## src/cache_pkg.sv

```systemverilog
package cache_pkg;

    localparam int word_w         = 16;
    localparam int tag_w          = 5;
    localparam int index_w        = 8;
    localparam int lines          = 256;
    localparam int words_per_line = 4;
    localparam int num_banks      = 4;
    localparam int bank_rows      = 8192;
    localparam int mem_latency    = 4;     // Accept to read data valid

    // Address as the cache sees it
    typedef struct packed {
        logic [tag_w-1:0]                  tag;
        logic [index_w-1:0]                index;
        logic [$clog2(words_per_line)-1:0] word;
        logic                              byte_off;   // Ignored
    } cache_addr_t;

    // Address as the interleaved memory sees it
    typedef struct packed {
        logic [$clog2(bank_rows)-1:0] row;
        logic [$clog2(num_banks)-1:0] bank;   // Same bits as word
        logic                         byte_off;
    } mem_addr_t;

    typedef union packed {
        cache_addr_t c;
        mem_addr_t   m;
    } addr_u;

    typedef struct packed {
        logic              rd;
        logic              wr;
        addr_u             addr;
        logic [word_w-1:0] wdata;
    } mem_req_t;

    typedef struct packed {
        logic                              valid;
        logic [$clog2(words_per_line)-1:0] word;    // Word of the line being returned
        logic [word_w-1:0]                 rdata;
    } mem_rsp_t;

    typedef struct packed {
        logic             valid;
        logic             dirty;
        logic [tag_w-1:0] tag;
    } line_meta_t;

endpackage

```

## src/cache_ctrl.sv

```systemverilog
module cache_ctrl (
    input  logic                                                    clk,
    input  logic                                                    rst,
    input  logic                                                    rd,
    input  logic                                                    wr,
    input  cache_pkg::addr_u                                        addr,
    input  logic [cache_pkg::word_w-1:0]                            wdata,
    output logic                                                    done,
    output logic                                                    cache_hit,
    output logic                                                    stall,
    output logic [cache_pkg::word_w-1:0]                            rdata,
    input  cache_pkg::line_meta_t                                   meta,
    input  logic [cache_pkg::words_per_line-1:0][cache_pkg::word_w-1:0] line_data,
    output logic                                                    arr_wr,
    output logic [1:0]                                              arr_word,
    output logic [cache_pkg::word_w-1:0]                            arr_wdata,
    output logic                                                    meta_wr,
    output cache_pkg::line_meta_t                                   meta_new,
    output cache_pkg::mem_req_t                                     mem_req,
    input  logic [cache_pkg::num_banks-1:0]                         bank_busy,
    input  cache_pkg::mem_rsp_t                                     mem_rsp
);
    import cache_pkg::*;

    typedef enum logic [2:0] {
        s_idle,
        s_compare,
        s_writeback,
        s_wb_wait,
        s_fill,
        s_fill_wait,
        s_finish
    } state_t;

    state_t     state;
    state_t     nxt_state;
    logic [1:0] cnt_q;       // Word being sent to memory
    logic [1:0] ret_q;       // Fill words stored so far
    logic       hit;
    logic       issue_ok;
    logic       filling;
    addr_u      wb_addr;
    addr_u      fill_addr;

    assign hit      = meta.valid && (meta.tag == addr.c.tag);
    assign issue_ok = ~bank_busy[cnt_q];    // Word n lives in bank n
    assign filling  = (state == s_fill) || (state == s_fill_wait);
    assign rdata    = line_data[addr.c.word];

    // Victim line address and requested line address
    always_comb begin
        wb_addr             = addr;
        wb_addr.c.tag       = meta.tag;
        wb_addr.c.word      = cnt_q;
        wb_addr.c.byte_off  = 1'b0;
        fill_addr           = addr;
        fill_addr.c.word    = cnt_q;
        fill_addr.c.byte_off = 1'b0;
    end

    always_comb begin
        nxt_state = state;
        case (state)
            s_idle: begin
                if (rd || wr) begin
                    nxt_state = s_compare;
                end
            end
            s_compare: begin
                if (hit) begin
                    nxt_state = s_idle;
                end else if (meta.valid && meta.dirty) begin
                    nxt_state = s_writeback;
                end else begin
                    nxt_state = s_fill;
                end
            end
            s_writeback: begin
                if (issue_ok && cnt_q == 2'd3) begin
                    nxt_state = s_wb_wait;
                end
            end
            s_wb_wait: begin
                if (bank_busy == '0) begin   // All victim writes retired
                    nxt_state = s_fill;
                end
            end
            s_fill: begin
                if (issue_ok && cnt_q == 2'd3) begin
                    nxt_state = s_fill_wait;
                end
            end
            s_fill_wait: begin
                if (mem_rsp.valid && ret_q == 2'd3) begin
                    nxt_state = s_finish;
                end
            end
            default: nxt_state = s_idle;    // s_finish
        endcase
    end

    always_ff @(posedge clk) begin
        if (rst) begin
            state <= s_idle;
            cnt_q <= '0;
            ret_q <= '0;
        end else begin
            state <= nxt_state;
            if ((state == s_writeback || state == s_fill) && issue_ok) begin
                cnt_q <= cnt_q + 2'd1;       // Wraps back to 0 after word 3
            end
            if (state == s_compare) begin
                ret_q <= '0;
            end else if (filling && mem_rsp.valid) begin
                ret_q <= ret_q + 2'd1;
            end
        end
    end

    always_comb begin
        done      = 1'b0;
        cache_hit = 1'b0;
        stall     = 1'b0;
        arr_wr    = 1'b0;
        arr_word  = addr.c.word;
        arr_wdata = wdata;
        meta_wr   = 1'b0;
        meta_new  = '{valid: 1'b1, dirty: wr, tag: addr.c.tag};
        mem_req   = '0;
        case (state)
            s_compare: begin
                done      = hit;
                cache_hit = hit;
                stall     = ~hit;
                arr_wr    = hit & wr;        // Write hit updates word and dirty bit
                meta_wr   = hit & wr;
            end
            s_writeback: begin
                stall         = 1'b1;
                mem_req.wr    = issue_ok;
                mem_req.addr  = wb_addr;
                mem_req.wdata = line_data[cnt_q];
            end
            s_wb_wait: begin
                stall = 1'b1;
            end
            s_fill: begin
                stall        = 1'b1;
                mem_req.rd   = issue_ok;
                mem_req.addr = fill_addr;
            end
            s_fill_wait: begin
                stall = 1'b1;
            end
            s_finish: begin
                done    = 1'b1;
                arr_wr  = wr;                // Merge the write word into the new line
                meta_wr = 1'b1;
            end
            default: begin
            end
        endcase
        if (filling && mem_rsp.valid) begin
            arr_wr    = 1'b1;
            arr_word  = mem_rsp.word;
            arr_wdata = mem_rsp.rdata;
        end
    end

endmodule

```

## config.mk

```make
export PLATFORM = sky130hd
export DESIGN_NAME = cache_ctrl
export DESIGN_NICKNAME = d
export VERILOG_FILES = /design/src/cache_pkg.sv /design/src/cache_ctrl.sv
export SDC_FILE = /design/constraint.sdc
export NUM_CORES = 1
export LEC_CHECK = 0
export BUFFER_PORTS_ARGS = -buffer_cell sky130_fd_sc_hd__buf_2
export CORE_AREA = 2 2 81 83
export CTS_BUF_LIST = sky130_fd_sc_hd__clkbuf_4
export CTS_CLUSTER_DIAMETER = 120
export CTS_CLUSTER_SIZE = 12
export DETAILED_ROUTE_END_ITERATION = 10
export DIE_AREA = 0 0 83 85
export PLACE_DENSITY = 0.86
export SETUP_SLACK_MARGIN = 0.5
export SYNTH_ARGS = -nofsm -noshare
export SYNTH_HDL_FRONTEND = slang
export SYNTH_SLANG_ARGS = --single-unit
```

## constraint.sdc

```tcl
create_clock -name clk -period 1.9 [get_ports clk]
set_clock_uncertainty 0.05 [all_clocks]
set_input_delay 0.19 -clock clk [delete_from_list [all_inputs] [get_ports clk]]
set_output_delay 0.19 -clock clk [all_outputs]
set_load 0.05 [all_outputs]
```

==> flow_summary.yaml <==
run_status:
  outcome: "finished, violations left"
  violations: "setup timing"
clock_network:
  cts_root_buf: "clkbuf_4"
  htree_num_levels: 1
  numCtsBuffers: 3
  cts.sinks: 7
  clkTransAtPathRegs_ps: 50
  clk_latency_ps: 260
  clock_path_buffers: 2
  cts_tree: "built"
  cts_hold_buf: 0
floorplan:
  die_y_um: 85
  dieWidth_um: 83
  io_pins: 210
  start_util: 0.308
  die_area_mm2: 0.00706
  core_mm2: 0.00620
  num_rows: 29
sta:
  fin_crit_sh: 1.03
  fin_ws_ps: -48.3
  holdWs_ps: 154
  fmax_mhz: 513
  finalHoldViolCount: 0
  slew_viol_final: 0
  min_period_ps: 1950
  setup_violations: 17
  grt_setup_unrepaired: "yes"
worst_setup_path:
  r2r-start: "cnt_q[0]"
  rrSetupSlack_ps: 10
  required_ps: 1660
  setup.worst_path.end: "mem_req[14]"
  cp-start-kind: "register"
  critPathMaxFanout: 8
  r2r_cells: 5
  crit_type: "reg2out"
  crit_path_end_kind: "output pin"
  worstReg2RegEnd: "state[0]"
  critPathLaunch: "cnt_q[0]"
  cp.arrival_ps: 1710
synth:
  synth_top_cell_by_area: "mux4_2"
  synth_top_area_frac: 0.306
  avgSynthCellArea_um2: 10.2
  synth_top_cells_by_area: "mux4_2 31%, mux2_2 11%, mux4_1 9.6%, and3_1 8.5%, dfxtp_1 7.3%"
  ys_seq_area_frac: 0.0733
  syn-num-nets: 319
  synth_edf_count: 0
  syn_area_mm2: 0.00191
  synthCells: 187
  ys_top_cells_by_count: "26 x and3_1, 26 x mux4_2, 18 x mux2_2"
  yosysUniqueCellTypes: 43
  ys.flop_type: "dfxtp_1"
  synthArstFlopShare: 0
  yosys_warnings: 0
  ys_ff_latch: 7
placed_design:
  placed_area_mm2: 0.00332
  gp_congestion: 0.850
  dp_hpwl_um: 6600
  portBuffers: 206
global_route:
  grt_max_degree: 30
  grt_pass1_vias: 2954
  gr-total-overflow: 0
  antenna_found_initial: 0
  track_usage: 0.268
  grt_pass1_wl_um: 15400
routing:
  vias: 2783
  ant_nets: 0
  drt-initial-drc-count: 118
  drt_first_pass_iters: 4
  wire_per_inst_um: 21.1
  drt-total-wl_um: 10300
  route.detailed.drc: 0
  via_per_inst: 5.68
min_path:
  min_from: "rst"
  min_path_type: "in2reg"
cells_and_area:
  layout-drive-gt1-share: 0.884
  final_cell_area_mm2: 0.00457
  num_antenna_cells: 0
  fin_nets: 546
  area_growth_syn_to_layout_pct: 139
power_and_ir_drop:
  ir_drop_v: 0.000666
  p_per_area_mw_per_mm2: 891
  static-leakage-power_uw: 0.00214
job:
  drv_cap: 0
[placed cells by master (no fill, tap or decap), drive strengths merged, types with 2 or more instances in the layout]
master   count
a22oi        5
inv          3
nor3         7
buf        247
mux2        18
clkbuf       8
nor2b        3
mux2i        2
mux4        33
xor2         2
o2bb2ai      2
o21ai        2
xnor2        7
conb         2
dfxtp        7
ha           2
a21oi        3
o31ai        2
and3        26
nor2         9
nand2        5
[cell type report]
type / instances / area (um2)
multi-input cells: 148 / 1990
fillers: 378 / 1630
flip-flops and latches: 7 / 150
clock buffers: 4 / 30.0
repair buffers: 251 / 2290
inverters: 3 / 11.3
well taps: 77 / 96.3
[sequential cells by signal, indices dropped and copies added, names as in the netlist]
name   count
ret_q      2
cnt_q      2
state      3
[kinds of logic (layout without fill, tap and decap cells)]
logic type                 Yosys count  in the layout  share of synthesized area
AOI/OAI and AO/OA                   24             24                     0.0936
xor gates and xnor gates             9              9                     0.0412
adders and majority gates            2              2                     0.0131
buffers and inverters               32            258                     0.0857
DFF                                  7              7                     0.0733
muxes                               53             53                      0.519
other                                2              2                    0.00393
and+or+nand+nor                     58             58                      0.170
[timing repair]
item / in CTS / in global routing
hold endpoints to repair: 0 / 0
gates cloned: 6 / 2
setup endpoints to repair: 79 / 79
gates resized for setup: 213 / 31
setup buffers: 16 / 9
pin swaps: 21 / 11
[through the flow]
stage / std cells / setup TNS [ps] / setup WS, ps / utilization / total power, uW
finish: 490 / -465 / -48.3 / 0.737 / 4070
global route: 490 / -1610 / -94.7 / 0.737 / 4230
CTS: 479 / -532 / -45.7 / 0.701 / 3850
detailed placement: 453 / 0 / 112 / 0.535 / 2760
global placement: 453 / 0 / 170 / 0.535 / 2710
floorplan: 187 / -140 / -51.8 / - / 2260
[power by group]
part | switching, uW | internal, uW | total [uW]
sequential | 35.8 | 188 | 224
combinational | 1940 | 1760 | 3700
clock | 60.2 | 94.7 | 155
[routing by layer]
layer  global-route usage  up-vias  wire length (um)
met5                    0        -                 0
met1                0.287     1363              3390
li1                     -     1190                 -
met4               0.0879        0               291
met3               0.0409       28               767
met2                0.534      202              5870
[how the worst min path moves through the flow]
| stage | to | slack (ps) | cells after the start |
|---|---|---|---|
| floorplan | state[2] | 200 | 1 |
| global placement | cnt_q[0] | 410 | 2 |
| detailed placement | cnt_q[0] | 420 | 2 |
| CTS | cnt_q[0] | 150 | 2 |
| global route | cnt_q[0] | 170 | 2 |
| finish | cnt_q[0] | 150 | 2 |
[worst max-delay path, stage by stage (launching register included)]
cell	delay, ps
dfxtp_4	370
buf_12	120
buf_16	130
mux4_2	500
and3_4	190
buf_8	140
Power figures use the tool's default switching activity.
