<file path="config.mk">
export PLATFORM = sky130hd
export DESIGN_NAME = mem_dispatch
export DESIGN_NICKNAME = d
export VERILOG_FILES = /design/src/cache_pkg.sv /design/src/mem_dispatch.sv
export SDC_FILE = /design/constraint.sdc
export NUM_CORES = 1
export LEC_CHECK = 0
export BUFFER_PORTS_ARGS = -buffer_cell sky130_fd_sc_hd__buf_4
export CAP_MARGIN = 40
export CORE_MARGIN = 5
export CORE_UTILIZATION = 37
export DETAILED_ROUTE_END_ITERATION = 10
export GPL_TIMING_DRIVEN = 0
export MAX_ROUTING_LAYER = met4
export PLACE_DENSITY = 0.93
export SLEW_MARGIN = 10
export SYNTH_ARGS = -nofsm -noshare
export SYNTH_HDL_FRONTEND = slang
export SYNTH_SLANG_ARGS = --single-unit
export TNS_END_PERCENT = 10
</file>
<file path="constraint.sdc">
create_clock -name vclk -period 1.05
set_input_delay 0.105 -clock vclk [all_inputs]
set_output_delay 0.105 -clock vclk [all_outputs]
set_load 0.01 [all_outputs]
</file>
<file path="src/cache_pkg.sv">
package cache_pkg;

    localparam int word_w         = 16;
    localparam int tag_w          = 5;
    localparam int index_w        = 8;
    localparam int lines          = 256;
    localparam int words_per_line = 4;
    localparam int num_banks      = 4;
    localparam int bank_rows      = 8192;
    localparam int mem_latency    = 4;     // Accept to read data valid

    // Address as the cache sees it
    typedef struct packed {
        logic [tag_w-1:0]                  tag;
        logic [index_w-1:0]                index;
        logic [$clog2(words_per_line)-1:0] word;
        logic                              byte_off;   // Ignored
    } cache_addr_t;

    // Address as the interleaved memory sees it
    typedef struct packed {
        logic [$clog2(bank_rows)-1:0] row;
        logic [$clog2(num_banks)-1:0] bank;   // Same bits as word
        logic                         byte_off;
    } mem_addr_t;

    typedef union packed {
        cache_addr_t c;
        mem_addr_t   m;
    } addr_u;

    typedef struct packed {
        logic              rd;
        logic              wr;
        addr_u             addr;
        logic [word_w-1:0] wdata;
    } mem_req_t;

    typedef struct packed {
        logic                              valid;
        logic [$clog2(words_per_line)-1:0] word;    // Word of the line being returned
        logic [word_w-1:0]                 rdata;
    } mem_rsp_t;

    typedef struct packed {
        logic             valid;
        logic             dirty;
        logic [tag_w-1:0] tag;
    } line_meta_t;

endpackage

</file>
<file path="src/mem_dispatch.sv">
module mem_dispatch (
    input  cache_pkg::mem_req_t                            req,
    output cache_pkg::mem_req_t [cache_pkg::num_banks-1:0] bank_req,
    input  logic [cache_pkg::num_banks-1:0]                busy_each,
    output logic [cache_pkg::num_banks-1:0]                bank_busy
);
    import cache_pkg::*;

    // Only the addressed bank sees rd or wr
    always_comb begin
        for (int b = 0; b < num_banks; b++) begin
            bank_req[b] = '0;                // Idle request
            if (req.addr.m.bank == b) begin
                bank_req[b] = req;
            end
        end
    end

    assign bank_busy = busy_each;            // Bit n is bank n

endmodule
</file>
==> results of run 1 <==
[kinds of logic (layout without fill, tap and decap cells)]
kind of cell / after synthesis / count (layout) / synth area share
buffers and inverters: 37 / 205 / 0.201
other: 1 / 4 / 0.00255
AND/OR/NAND/NOR: 131 / 131 / 0.797
[per-layer routing]
metal | routed length, um | global-route usage | vias to the layer above | share of wire
met1 | 2460 | 0.268 | 872 | 0.37
li1 | - | - | 945 | -
met3 | 534 | 0.0207 | 6 | 0.081
met5 | 0 | - | - | 0
met2 | 3540 | 0.437 | 91 | 0.54
met4 | 70 | 0.0246 | 0 | 0.011
[per-stage QoR]
stage | cells | hold slack (ns) | area, um^2 | power (mW) | worst slack (ns)
after floorplan | 172 | 0.302 | 1480 | 0.518 | 0.254
after global placement | 390 | 0.388 | 2810 | 1.02 | 0.114
after detailed placement | 390 | 0.390 | 2810 | 1.04 | 0.120
after CTS | 390 | 0.390 | 2810 | 1.05 | 0.120
after global routing | 390 | 0.396 | 2810 | 1.11 | 0.0597
final | 390 | 0.388 | 2810 | 1.04 | 0.129
[critical path: cells and delay by family]
kind | cells | cell delay [ns]
buffers and inverters | 2 | 0.47
and+or+nand+nor | 1 | 0.24
[how the worst max path moves through the flow]
| stage | endpoint | cells after the start |
|---|---|---|
| floorplan | bank_req[23] | 3 |
| detailed placement | bank_req[100] | 3 |
| global route | bank_req[120] | 4 |
| CTS | bank_req[100] | 3 |
| finish | bank_req[100] | 3 |
| global placement | bank_req[86] | 3 |
[cell type report]
class,count,area [um^2]
Tap cell,50,62.6
Buffer,37,295
Fill cell,342,1110
Multi-Input combinational cell,135,1190
Timing Repair Buffer,168,1260
[cell usage after synthesis]
master,number
buf_4,16
buf_6,9
nor3b_2,30
buf_8,2
conb_1,1
nor2b_1,1
and2_1,1
and3b_1,64
and2b_1,1
nor3b_1,2
and3_1,32
buf_2,5
clkbuf_1,5
[report_power, final]
part           total (mW)  internal [mW]  switching [mW]  leakage (nW)
clock network           0              0               0             0
logic                1.04          0.563           0.475          1.80
registers               0              0               0             0
==> out/qor.yml, run 1 <==
die:
  die_h_um: 73.0
  rows: 23
  dieArea_mm2: 0.00533
  die_w_um: 73.0
  ioPinCount: 178
  initial_core_util: 0.376
  core-area_mm2: 0.00391
clock_network:
  cts_setup_buffers: 0
  cts_hold_buf: 0
  ctsResizeCount: 0
worst_hold_path:
  whs_endpoint: "bank_busy[1]"
  hp-start: "busy_each[1]"
  holdPathStages: 2
  hold_class: "in2out"
layout:
  nNetsFinal: 380
  seq_cells: 0
  diodes: 0
  ff_latch_area_um2: 0
  layout-drive-gt1-share: 0.676
  syn2layout_area_growth_pct: 90.8
  clock_buffers: 0
  final_cell_mix: "184 x buf_4, 64 x and3b_1, 32 x and3_1"
  layout_commonest_cell: "buf_4"
  utilization: 0.717
global_routing:
  grt_max_degree: 11
  grt_pass1_wl_mm: 9.76
  gr-total-overflow: 0
  grt_usage: 0.231
  grt_pass1_vias: 1877
  antenna_found_initial: 0
worst_setup_path:
  critPathKind: "in2out"
  crit_path_start: "req[17]"
  cp-end-kind: "primary output"
  critPathMaxFanout: 10
  critPathArrivalTime_ns: 0.82
  critical_path.max_stage_delay_ns: 0.33
  critPathRequiredTime_ns: 0.94
  crit_path_start_kind: "input port"
  crit_chain: "clkbuf_1, and3b_1, buf_4"
  crit_slowest_cell: "clkbuf_1"
detailed_routing:
  routed_via_density: 4.91
  finalWirelength_mm: 6.60
  ant_nets: 0
  vias: 1914
  drt_iter0_markers: 57
  drc: 0
  dr.pass1.iters: 4
  wl_per_cell_um: 16.9
timing:
  rsz0062_at_grt: "false"
  final.period_utilization: 0.877
  slew_violations: 0
  setup_viol: 0
  fmax_mhz: 1090
  setup_tns_ns: 0
  finalCriticalPeriod_ns: 0.921
  hold_viol: 0
logic_synthesis:
  synth_cells: 169
  syn_area_mm2: 0.00147
  yosysWarnings: 0
  synth_top_area_cell: "and3b_1"
  ys_seq_area_frac: 0
  synthTopCellsByArea: "and3b_1 38%, nor3b_2 26%, and3_1 14%, buf_4 8.2%, buf_6 6.9%"
  synth_top_area_share: 0.381
  syn-mean-instance-area_um2: 8.70
  synth.distinct_cells: 13
status:
  outcome: "complete, no violations"
power_and_ir_drop:
  power_density_mw_per_mm2: 370
  p_leak_nw: 1.80
  vdd_drop_max_mv: 0.184
flow_run:
  max_cap_viol_count: 0
place:
  post-dp-hpwl_mm: 5.45
  numPortBuffers: 168
  place_congestion: 0.844
No activity file was read; power rests on OpenSTA's default activity.
==> inputs of run 2 (changes only) <==
--- a/config.mk
+++ b/config.mk
@@ -8,12 +8,12 @@
 export BUFFER_PORTS_ARGS = -buffer_cell sky130_fd_sc_hd__buf_4
 export CAP_MARGIN = 40
 export CORE_MARGIN = 5
-export CORE_UTILIZATION = 37
+export CORE_UTILIZATION = 35
 export DETAILED_ROUTE_END_ITERATION = 10
 export GPL_TIMING_DRIVEN = 0
 export MAX_ROUTING_LAYER = met4
-export PLACE_DENSITY = 0.93
-export SLEW_MARGIN = 10
+export PLACE_DENSITY = 0.89
+export SLEW_MARGIN = 20
 export SYNTH_ARGS = -nofsm -noshare
 export SYNTH_HDL_FRONTEND = slang
 export SYNTH_SLANG_ARGS = --single-unit
==> constraint.sdc (replaced) <==
create_clock -name vclk -period 0.9
set_input_delay 0.09 -clock vclk [all_inputs]
set_output_delay 0.09 -clock vclk [all_outputs]
set_load 0.01 [all_outputs]
==> out/qor.yml, run 2 (synthesized netlist as in run 1, its figures left out) <==
layout:
  clock_buffers: 0
  final_cell_mix: "184 x buf_4, 64 x and3b_1, 32 x and3_1"
  utilization: 0.697
  layout-drive-gt1-share: 0.685
  nNetsFinal: 380
  diodes: 0
  ff_latch_area_um2: 0
  syn2layout_area_growth_pct: 91.1
  fillCellCount: 349
  seq_cells: 0
  layout_commonest_cell: "buf_4"
die:
  initial_core_util: 0.365
  core-area_mm2: 0.00403
  dieArea_mm2: 0.00560
  die_w_um: 74.8
  die_h_um: 74.8
  rows: 23
  ioPinCount: 178
worst_setup_path:
  critPathRequiredTime_ns: 0.81
  critPathMaxFanout: 10
  critPathArrivalTime_ns: 0.76
  cp-end-kind: "primary output"
  crit_path_start_kind: "input port"
  critPathKind: "in2out"
worst_hold_path:
  hold_class: "in2out"
  hp-start: "busy_each[3]"
  holdPathStages: 2
  whs_endpoint: "bank_busy[3]"
global_routing:
  grt_pass1_wl_mm: 9.95
  grt_max_degree: 11
  grt_usage: 0.227
  gr-total-overflow: 0
  grt_pass1_vias: 1880
  antenna_found_initial: 0
power_and_ir_drop:
  seq_power_share: 0
  p_sw_mw: 0.558
  pwr-share-clk: 0
  vdd_drop_max_mv: 0.196
  p_leak_nw: 1.80
  power_density_mw_per_mm2: 433
  p_int_mw: 0.659
  swShare: 0.458
  p_comb_frac: 1.000
timing:
  finalCriticalPeriod_ns: 0.855
  final.period_utilization: 0.950
  fmax_mhz: 1170
  slew_violations: 0
  hold_viol: 0
  rsz0062_at_grt: "false"
  setup_slack_ns: 0.0450
  setup_viol: 0
detailed_routing:
  routed_via_density: 4.88
  finalWirelength_mm: 6.71
  drt_iter0_markers: 65
  drc: 0
  vias: 1905
  wl_per_cell_um: 17.2
  dr.pass1.iters: 4
  ant_nets: 0
status:
  outcome: "complete, no violations"
flow_run:
  max_cap_viol_count: 0
place:
  post-dp-hpwl_mm: 5.56
  place_worst_setup_slack_ns: -0.0365
  numPortBuffers: 168
  place_congestion: 0.787
clock_network:
  cts_hold_buf: 0
-- run 2: final cells by class --
class	instances	area (um^2)	area share
multi-input combinational	135	1190	0.422
tap	50	62.6	0.0223
buffer	37	299	0.106
timing repair buffer	168	1260	0.449
-- run 2: critical path, cell delays in order --
cell and delay [ns]:
buf_6 0.13, buf_6 0.14, and2_1 0.14, buf_4 0.12
buf_4 0.13
-- run 2: per-stage QoR --
| stage | TNS [ns] | cell area, um^2 | hold slack [ns] | instances | power (mW) |
|---|---|---|---|---|---|
| CTS | 0 | 2810 | 0.358 | 390 | 1.22 |
| global placement | 0 | 2810 | 0.358 | 390 | 1.20 |
| floorplan | 0 | 1480 | 0.272 | 172 | 0.605 |
| detailed placement | -0.0365 | 2810 | 0.358 | 390 | 1.22 |
| global route | 0 | 2810 | 0.364 | 390 | 1.31 |
| finish | 0 | 2810 | 0.357 | 390 | 1.22 |
-- run 2: worst max path at each step --
stage	from	endpoint	slack [ns]	cells past startpoint
after floorplan	req[18]	bank_req[23]	0.13	3
after global placement	req[17]	bank_req[86]	0.03	3
after detailed placement	req[17]	bank_req[120]	-0.04	4
after CTS	req[17]	bank_req[100]	0.02	3
after global routing	req[18]	bank_req[120]	0.007	5
final	req[18]	bank_req[120]	0.05	5
-- run 2: repair_timing --
| item | 4_1_cts | 5_1_grt |
|---|---|---|
| gates resized for setup | 1 | 4 |
| endpoints found under the setup margin | 1 | 10 |
| buffers inserted | 0 | 0 |
| cloned | 0 | 0 |
-- run 2: power groups by stage --
stage                     Sequential [mW]  Clock [mW]  Combinational (mW)
final                                   0           0                1.22
after global routing                    0           0                1.31
after CTS                               0           0                1.22
after detailed placement                0           0                1.22
after global placement                  0           0                1.20
after floorplan                         0           0               0.605
-- run 2: metal layers --
layer,up-vias,routed length [um],track usage
met4,0,25,0.00593
met5,-,0,-
met1,869,2610,0.285
met2,92,3540,0.419
met3,2,532,0.0174
li1,942,-,-
