### config.mk
export PLATFORM = sky130hd
export DESIGN_NAME = mem_collect
export DESIGN_NICKNAME = d
export VERILOG_FILES = /design/src/cache_pkg.sv /design/src/mem_collect.sv
export SDC_FILE = /design/constraint.sdc
export NUM_CORES = 1
export LEC_CHECK = 0
export ABC_AREA = 1
export CORE_UTILIZATION = 39
export DETAILED_ROUTE_END_ITERATION = 7
export DONT_BUFFER_PORTS = 1
export GPL_TIMING_DRIVEN = 0
export PLACE_DENSITY = 0.6
export SETUP_SLACK_MARGIN = 0.3
export SLEW_MARGIN = 0
export SYNTH_ARGS = -nofsm -noshare
export SYNTH_HDL_FRONTEND = slang
export SYNTH_SLANG_ARGS = --single-unit
### constraint.sdc
create_clock -name vclk -period 1.3
set_input_delay 0.195 -clock vclk [all_inputs]
set_output_delay 0.195 -clock vclk [all_outputs]
set_load 0.005 [all_outputs]
### src/cache_pkg.sv
package cache_pkg;

    localparam int word_w         = 16;
    localparam int tag_w          = 5;
    localparam int index_w        = 8;
    localparam int lines          = 256;
    localparam int words_per_line = 4;
    localparam int num_banks      = 4;
    localparam int bank_rows      = 8192;
    localparam int mem_latency    = 4;     // Accept to read data valid

    // Address as the cache sees it
    typedef struct packed {
        logic [tag_w-1:0]                  tag;
        logic [index_w-1:0]                index;
        logic [$clog2(words_per_line)-1:0] word;
        logic                              byte_off;   // Ignored
    } cache_addr_t;

    // Address as the interleaved memory sees it
    typedef struct packed {
        logic [$clog2(bank_rows)-1:0] row;
        logic [$clog2(num_banks)-1:0] bank;   // Same bits as word
        logic                         byte_off;
    } mem_addr_t;

    typedef union packed {
        cache_addr_t c;
        mem_addr_t   m;
    } addr_u;

    typedef struct packed {
        logic              rd;
        logic              wr;
        addr_u             addr;
        logic [word_w-1:0] wdata;
    } mem_req_t;

    typedef struct packed {
        logic                              valid;
        logic [$clog2(words_per_line)-1:0] word;    // Word of the line being returned
        logic [word_w-1:0]                 rdata;
    } mem_rsp_t;

    typedef struct packed {
        logic             valid;
        logic             dirty;
        logic [tag_w-1:0] tag;
    } line_meta_t;

endpackage

### src/mem_collect.sv
module mem_collect (
    input  cache_pkg::mem_rsp_t [cache_pkg::num_banks-1:0] bank_rsp,
    output cache_pkg::mem_rsp_t                            rsp
);
    import cache_pkg::*;

    // Banks hold stale data when idle, so only valid returns are merged
    always_comb begin
        rsp = '0;
        for (int b = 0; b < num_banks; b++) begin
            if (bank_rsp[b].valid) begin
                rsp = rsp | bank_rsp[b];
            end
        end
    end

endmodule

==> impl_metrics.csv, run 1 <==
group,metric,value,unit
status,run_status,"finished, final reports clean",
power_and_ir_drop,internal_power,0.00009924,W
cells_and_area,diodes,0,
yosys,syn-num-nets,249,
floorplan,io_pins,95,
power_and_ir_drop,vdd_drop_max,0.1282,mV
cts,cts-hold-fix-buffers,0,
power_and_ir_drop,switching_share,0.5759,
power_and_ir_drop,comb_power_share,1.000,
sta,final.setup.tns,0,ns
sta,rsz0062_at_grt,"no",
placement,placed_cell_area,803.3,um2
global_route,overflow,0,
cells_and_area,nets,251,
power_and_ir_drop,p_per_area,291.3,mW/mm2
power_and_ir_drop,p_seq_frac,0,
placement,placed_cells,198,
setup_path,slowest_stage,"buf_12",
yosys,yosysSeqAreaShare,0,
setup_path,path_cells,"buf_6, buf_12, nand2_2, nand2_1, inv_1, nand2_1",
sta,relSlewSlack,0.9402,
power_and_ir_drop,power,0.0002340,W
yosys,synth_cell_types,6,
placement,place_congestion,0.6511,
setup_path,critPathCaptureType,"output port",
setup_path,path_class,"primary input to output port",
yosys,netlist_area,772.0,um2
setup_path,startpoint,"bank_rsp[75]",
global_route,grt_max_degree,11,
flow_run,maxCapViolCount,0,
drt,drt_iter0_markers,9,
cells_and_area,multi_input_area,529.3,um2
floorplan,core.rowCount,15,
sta,fmax,1149,MHz
sta,tightestPinTransition,0.08969,ns
cells_and_area,fin_area,803.3,um2
floorplan,die_y,46.49,um
sta,setup_viol,0,
setup_path,cp.arrival,0.68,ns
setup_path,cp-start-kind,"primary input",
floorplan,die_x,46.49,um
yosys,syn_inst,173,
global_route,grt_use_met3,0.003922,
power_and_ir_drop,power_switching,0.0001348,W
cells_and_area,design.seq.count,0,
placement,numPortBuffers,0,
setup_path,critPathMaxFanout,10,
sta,finalCritPeriodShare,0.6694,
drt,vias,860,
drt,ant_nets,0,
global_route,grt_pass1_wl,2497,um
cells_and_area,fill_cells,215,
cells_and_area,clkbuf_count,0,
floorplan,start_util,0.4330,
power_and_ir_drop,pwr-share-clk,0,
worst_hold_path,holdCritPathClass,"primary input to output port",
drt,dr.pass1.iters,4,
global_route,grt_pass1_vias,615,
cts,cts_resized,0,
sta,slew_viol_final,0,
setup_path,endpoint,"rsp[13]",
yosys,synth_area_per_cell,4.462,um2
cells_and_area,final_cells,198,
floorplan,fp.coreArea,0.001783,mm2
cells_and_area,final_cell_mix,"109 x nand2_1, 36 x inv_1, 18 x nand2_2",
setup_path,cp_common_cell,"nand2_1",
drt,drc,0,
cells_and_area,regArea,0,um2
setup_path,crit_required,1.11,ns
sta,fin_crit,0.8702,ns
cells_and_area,syn2layout_area_growth,4.052,%
drt,wl_per_cell,9.429,um
cells_and_area,final_common_cell,"nand2_1",
global_route,grt_busiest_layer,"met2",
setup_path,slowest_delay,0.14,ns
sta,hold_viol,0,
cts,post-cts-setup-buffers,0,
global_route,antenna_found_initial,0,
power_and_ir_drop,power_leakage,0.5988,nW
global_route,use_met1,0.2115,
global_route,grt_use_total,0.1482,
drt,via_per_inst,4.343,
global_route,met2_usage,0.2500,
cells_and_area,drive_gt1_frac,0.1503,
yosys,ys_warn_count,0,
placement,dpl.hpwl,1550,um
floorplan,fp.dieArea,0.002161,mm2
drt,wl,1867,um
==> layout make-up <==
type                            count  area share
Multi-Input combinational cell    129      0.6589
Inverter                           36      0.1682
Buffer                              8      0.1340
Tap cell                           25     0.03894
==> worst min path at each step <==
| stage | cells past startpoint | slack [ns] | startpoint | endpoint |
|---|---|---|---|---|
| finish | 4 | 0.56 | bank_rsp[17] | rsp[17] |
| global placement | 4 | 0.56 | bank_rsp[11] | rsp[11] |
| CTS | 4 | 0.56 | bank_rsp[17] | rsp[17] |
| global route | 4 | 0.57 | bank_rsp[17] | rsp[17] |
| floorplan | 4 | 0.55 | bank_rsp[0] | rsp[0] |
| detailed placement | 4 | 0.56 | bank_rsp[17] | rsp[17] |
==> cell usage after synthesis <==
master / n / area (um2)
buf_12: 2 / 40.04
buf_6: 6 / 67.56
inv_1: 36 / 135.1
nand2_1: 109 / 409.1
nand2_2: 18 / 112.6
nor2_1: 2 / 7.510
==> worst max-delay path, delay by kind of cell <==
| kind | cells | cell delay (ns) |
|---|---|---|
| and+or+nand+nor | 3 | 0.19 |
| buffers and inverters | 3 | 0.29 |
==> metal layers <==
metal  share of wire  vias up
met5               0        -
met2            0.48       43
met3           0.067        2
met1            0.44      338
li1                -      477
met4          0.0064        0
==> metrics by stage <==
stage,worst slack [ns],util,hold WS [ns]
floorplan,0.4816,-,0.5496
global placement,0.4367,0.4505,0.5581
detailed placement,0.4235,0.4505,0.5589
CTS,0.4229,0.4505,0.5590
global route,0.3542,0.4505,0.5693
finish,0.4298,0.4505,0.5570
==> logic make-up after synthesis <==
| group | count (synthesis) | share of synthesized area |
|---|---|---|
| buffers and inverters | 44 | 0.3144 |
| AND/OR/NAND/NOR | 129 | 0.6856 |
==> power groups by stage <==
stage	Sequential, W	Combinational (W)	Clock (W)
2_1_floorplan	0	0.000204	0
5_1_grt	0	0.000275	0
6_report	0	0.000234	0
3_5_place_dp	0	0.000236	0
3_3_place_gp	0	0.000231	0
4_1_cts	0	0.000237	0
Note: power is estimated with default switching activity, not from simulation.
==> run 2, diff against run 1 <==
--- a/config.mk
+++ b/config.mk
@@ -10,7 +10,7 @@
 export DETAILED_ROUTE_END_ITERATION = 7
 export DONT_BUFFER_PORTS = 1
 export GPL_TIMING_DRIVEN = 0
-export PLACE_DENSITY = 0.6
+export PLACE_DENSITY = 0.62
 export SETUP_SLACK_MARGIN = 0.3
 export SLEW_MARGIN = 0
 export SYNTH_ARGS = -nofsm -noshare
==> constraint.sdc (replaced) <==
create_clock -name vclk -period 0.8
set_input_delay 0.12 -clock vclk [all_inputs]
set_output_delay 0.12 -clock vclk [all_outputs]
set_load 0.005 [all_outputs]
==> impl_metrics.csv, run 2 (same netlist as run 1, synthesis figures left out) <==
group,metric,value,unit
drt,dr.pass1.iters,4,
drt,wl,2581,um
cells_and_area,drive_gt1_frac,0.4862,
setup_path,path_class,"primary input to output port",
cells_and_area,syn2layout_area_growth,55.43,%
drt,via_per_inst,4.767,
cells_and_area,diodes,0,
setup_path,critPathMaxFanout,6,
floorplan,die_x,46.49,um
sta,slew_viol_final,0,
power_and_ir_drop,p_per_area,513.2,mW/mm2
drt,ant_nets,0,
sta,rsz0062_at_grt,"yes",
sta,setup_viol,0,
placement,dpl.hpwl,1508,um
sta,relSlewSlack,0.9485,
global_route,grt_use_total,0.2000,
cells_and_area,final_cell_mix,"66 x nand2_1, 51 x nand2_2, 27 x inv_1",
setup_path,crit_required,0.68,ns
global_route,grt_pass1_vias,729,
power_and_ir_drop,power_leakage,0.7534,nW
sta,fmax,1414,MHz
global_route,antenna_found_initial,0,
drt,drt_iter0_markers,10,
placement,numPortBuffers,0,
setup_path,cp-start-kind,"primary input",
sta,hold_viol,0,
floorplan,fp.coreArea,0.001783,mm2
floorplan,core.rowCount,15,
power_and_ir_drop,power,0.0006158,W
cells_and_area,clkbuf_count,0,
worst_hold_path,holdCritPathClass,"primary input to output port",
cells_and_area,fill_cells,168,
sta,tightestPinTransition,0.07705,ns
cts,post-cts-setup-buffers,0,
sta,final.setup.tns,0,ns
cells_and_area,regArea,0,um2
drt,drc,0,
cells_and_area,nets,259,
status,run_status,"finished, final reports clean",
floorplan,die_y,46.49,um
sta,fin_crit,0.7073,ns
global_route,grt_max_degree,7,
setup_path,cp.arrival,0.59,ns
floorplan,fp.dieArea,0.002161,mm2
floorplan,start_util,0.4330,
global_route,overflow,0,
sta,whs,0.3945,ns
drt,wl_per_cell,12.53,um
floorplan,io_pins,95,
cells_and_area,finish.utilization,0.6730,
sta,finalCritPeriodShare,0.8842,
setup_path,critPathCaptureType,"output port",
cells_and_area,design.seq.count,0,
placement,place_congestion,0.6556,
cells_and_area,multi_input_area,691.9,um2
flow_run,maxCapViolCount,0,
drt,vias,982,
power_and_ir_drop,vdd_drop_max,0.2686,mV
cells_and_area,final_common_cell,"nand2_1",
global_route,grt_pass1_wl,3139,um
-- run 2: timing repair --
| item | in CTS | in global routing |
|---|---|---|
| pin swaps | 27 | 27 |
| hold buffers | 0 | 0 |
| hold endpoints to repair | 0 | 0 |
| setup endpoints to repair | 19 | 19 |
| resized for setup | 31 | 52 |
| gates cloned | 8 | 0 |
-- run 2: area by class of cell --
| cell class | count | area share |
|---|---|---|
| multi-input combinational | 129 | 0.5766 |
| timing repair buffer | 8 | 0.1595 |
| buffer | 8 | 0.1251 |
| inverter | 36 | 0.1126 |
| tap | 25 | 0.02607 |
-- run 2: worst paths after layout --
path	cells past startpoint	slack (ns)	end	start
max	6	0.09	rsp[15]	bank_rsp[18]
min	4	0.39	rsp[9]	bank_rsp[66]
-- run 2: layer usage --
| metal | track usage | vias to the layer above | routed length (um) |
|---|---|---|---|
| met3 | 0.01569 | 0 | 185 |
| met2 | 0.3556 | 50 | 1377 |
| li1 | - | 502 | - |
| met1 | 0.2690 | 430 | 1018 |
| met5 | 0 | - | 0 |
| met4 | 0.01176 | 0 | 0 |
-- run 2: power by group --
group	internal [W]	switching, W	leakage (nW)
Sequential	0	0	0
Combinational	0.000320	0.000296	0.753
Clock	0	0	0
Total	0.000320	0.000296	0.753
-- run 2: metrics by stage --
stage	setup WS, ns	cell area [um2]	std cells
after floorplan	0.1354	779.5	173
after global placement	0.09059	810.8	198
after detailed placement	0.07530	810.8	198
after CTS	0.1085	1074	206
after global routing	0.05904	1200	206
final	0.09265	1200	206
-- run 2: critical path, cell delays in order --
cell and delay, ns:
buf_12 0.12, buf_8 0.13, nand2_1 0.08, nand2_2 0.06, inv_2 0.05, nand2_2 0.04
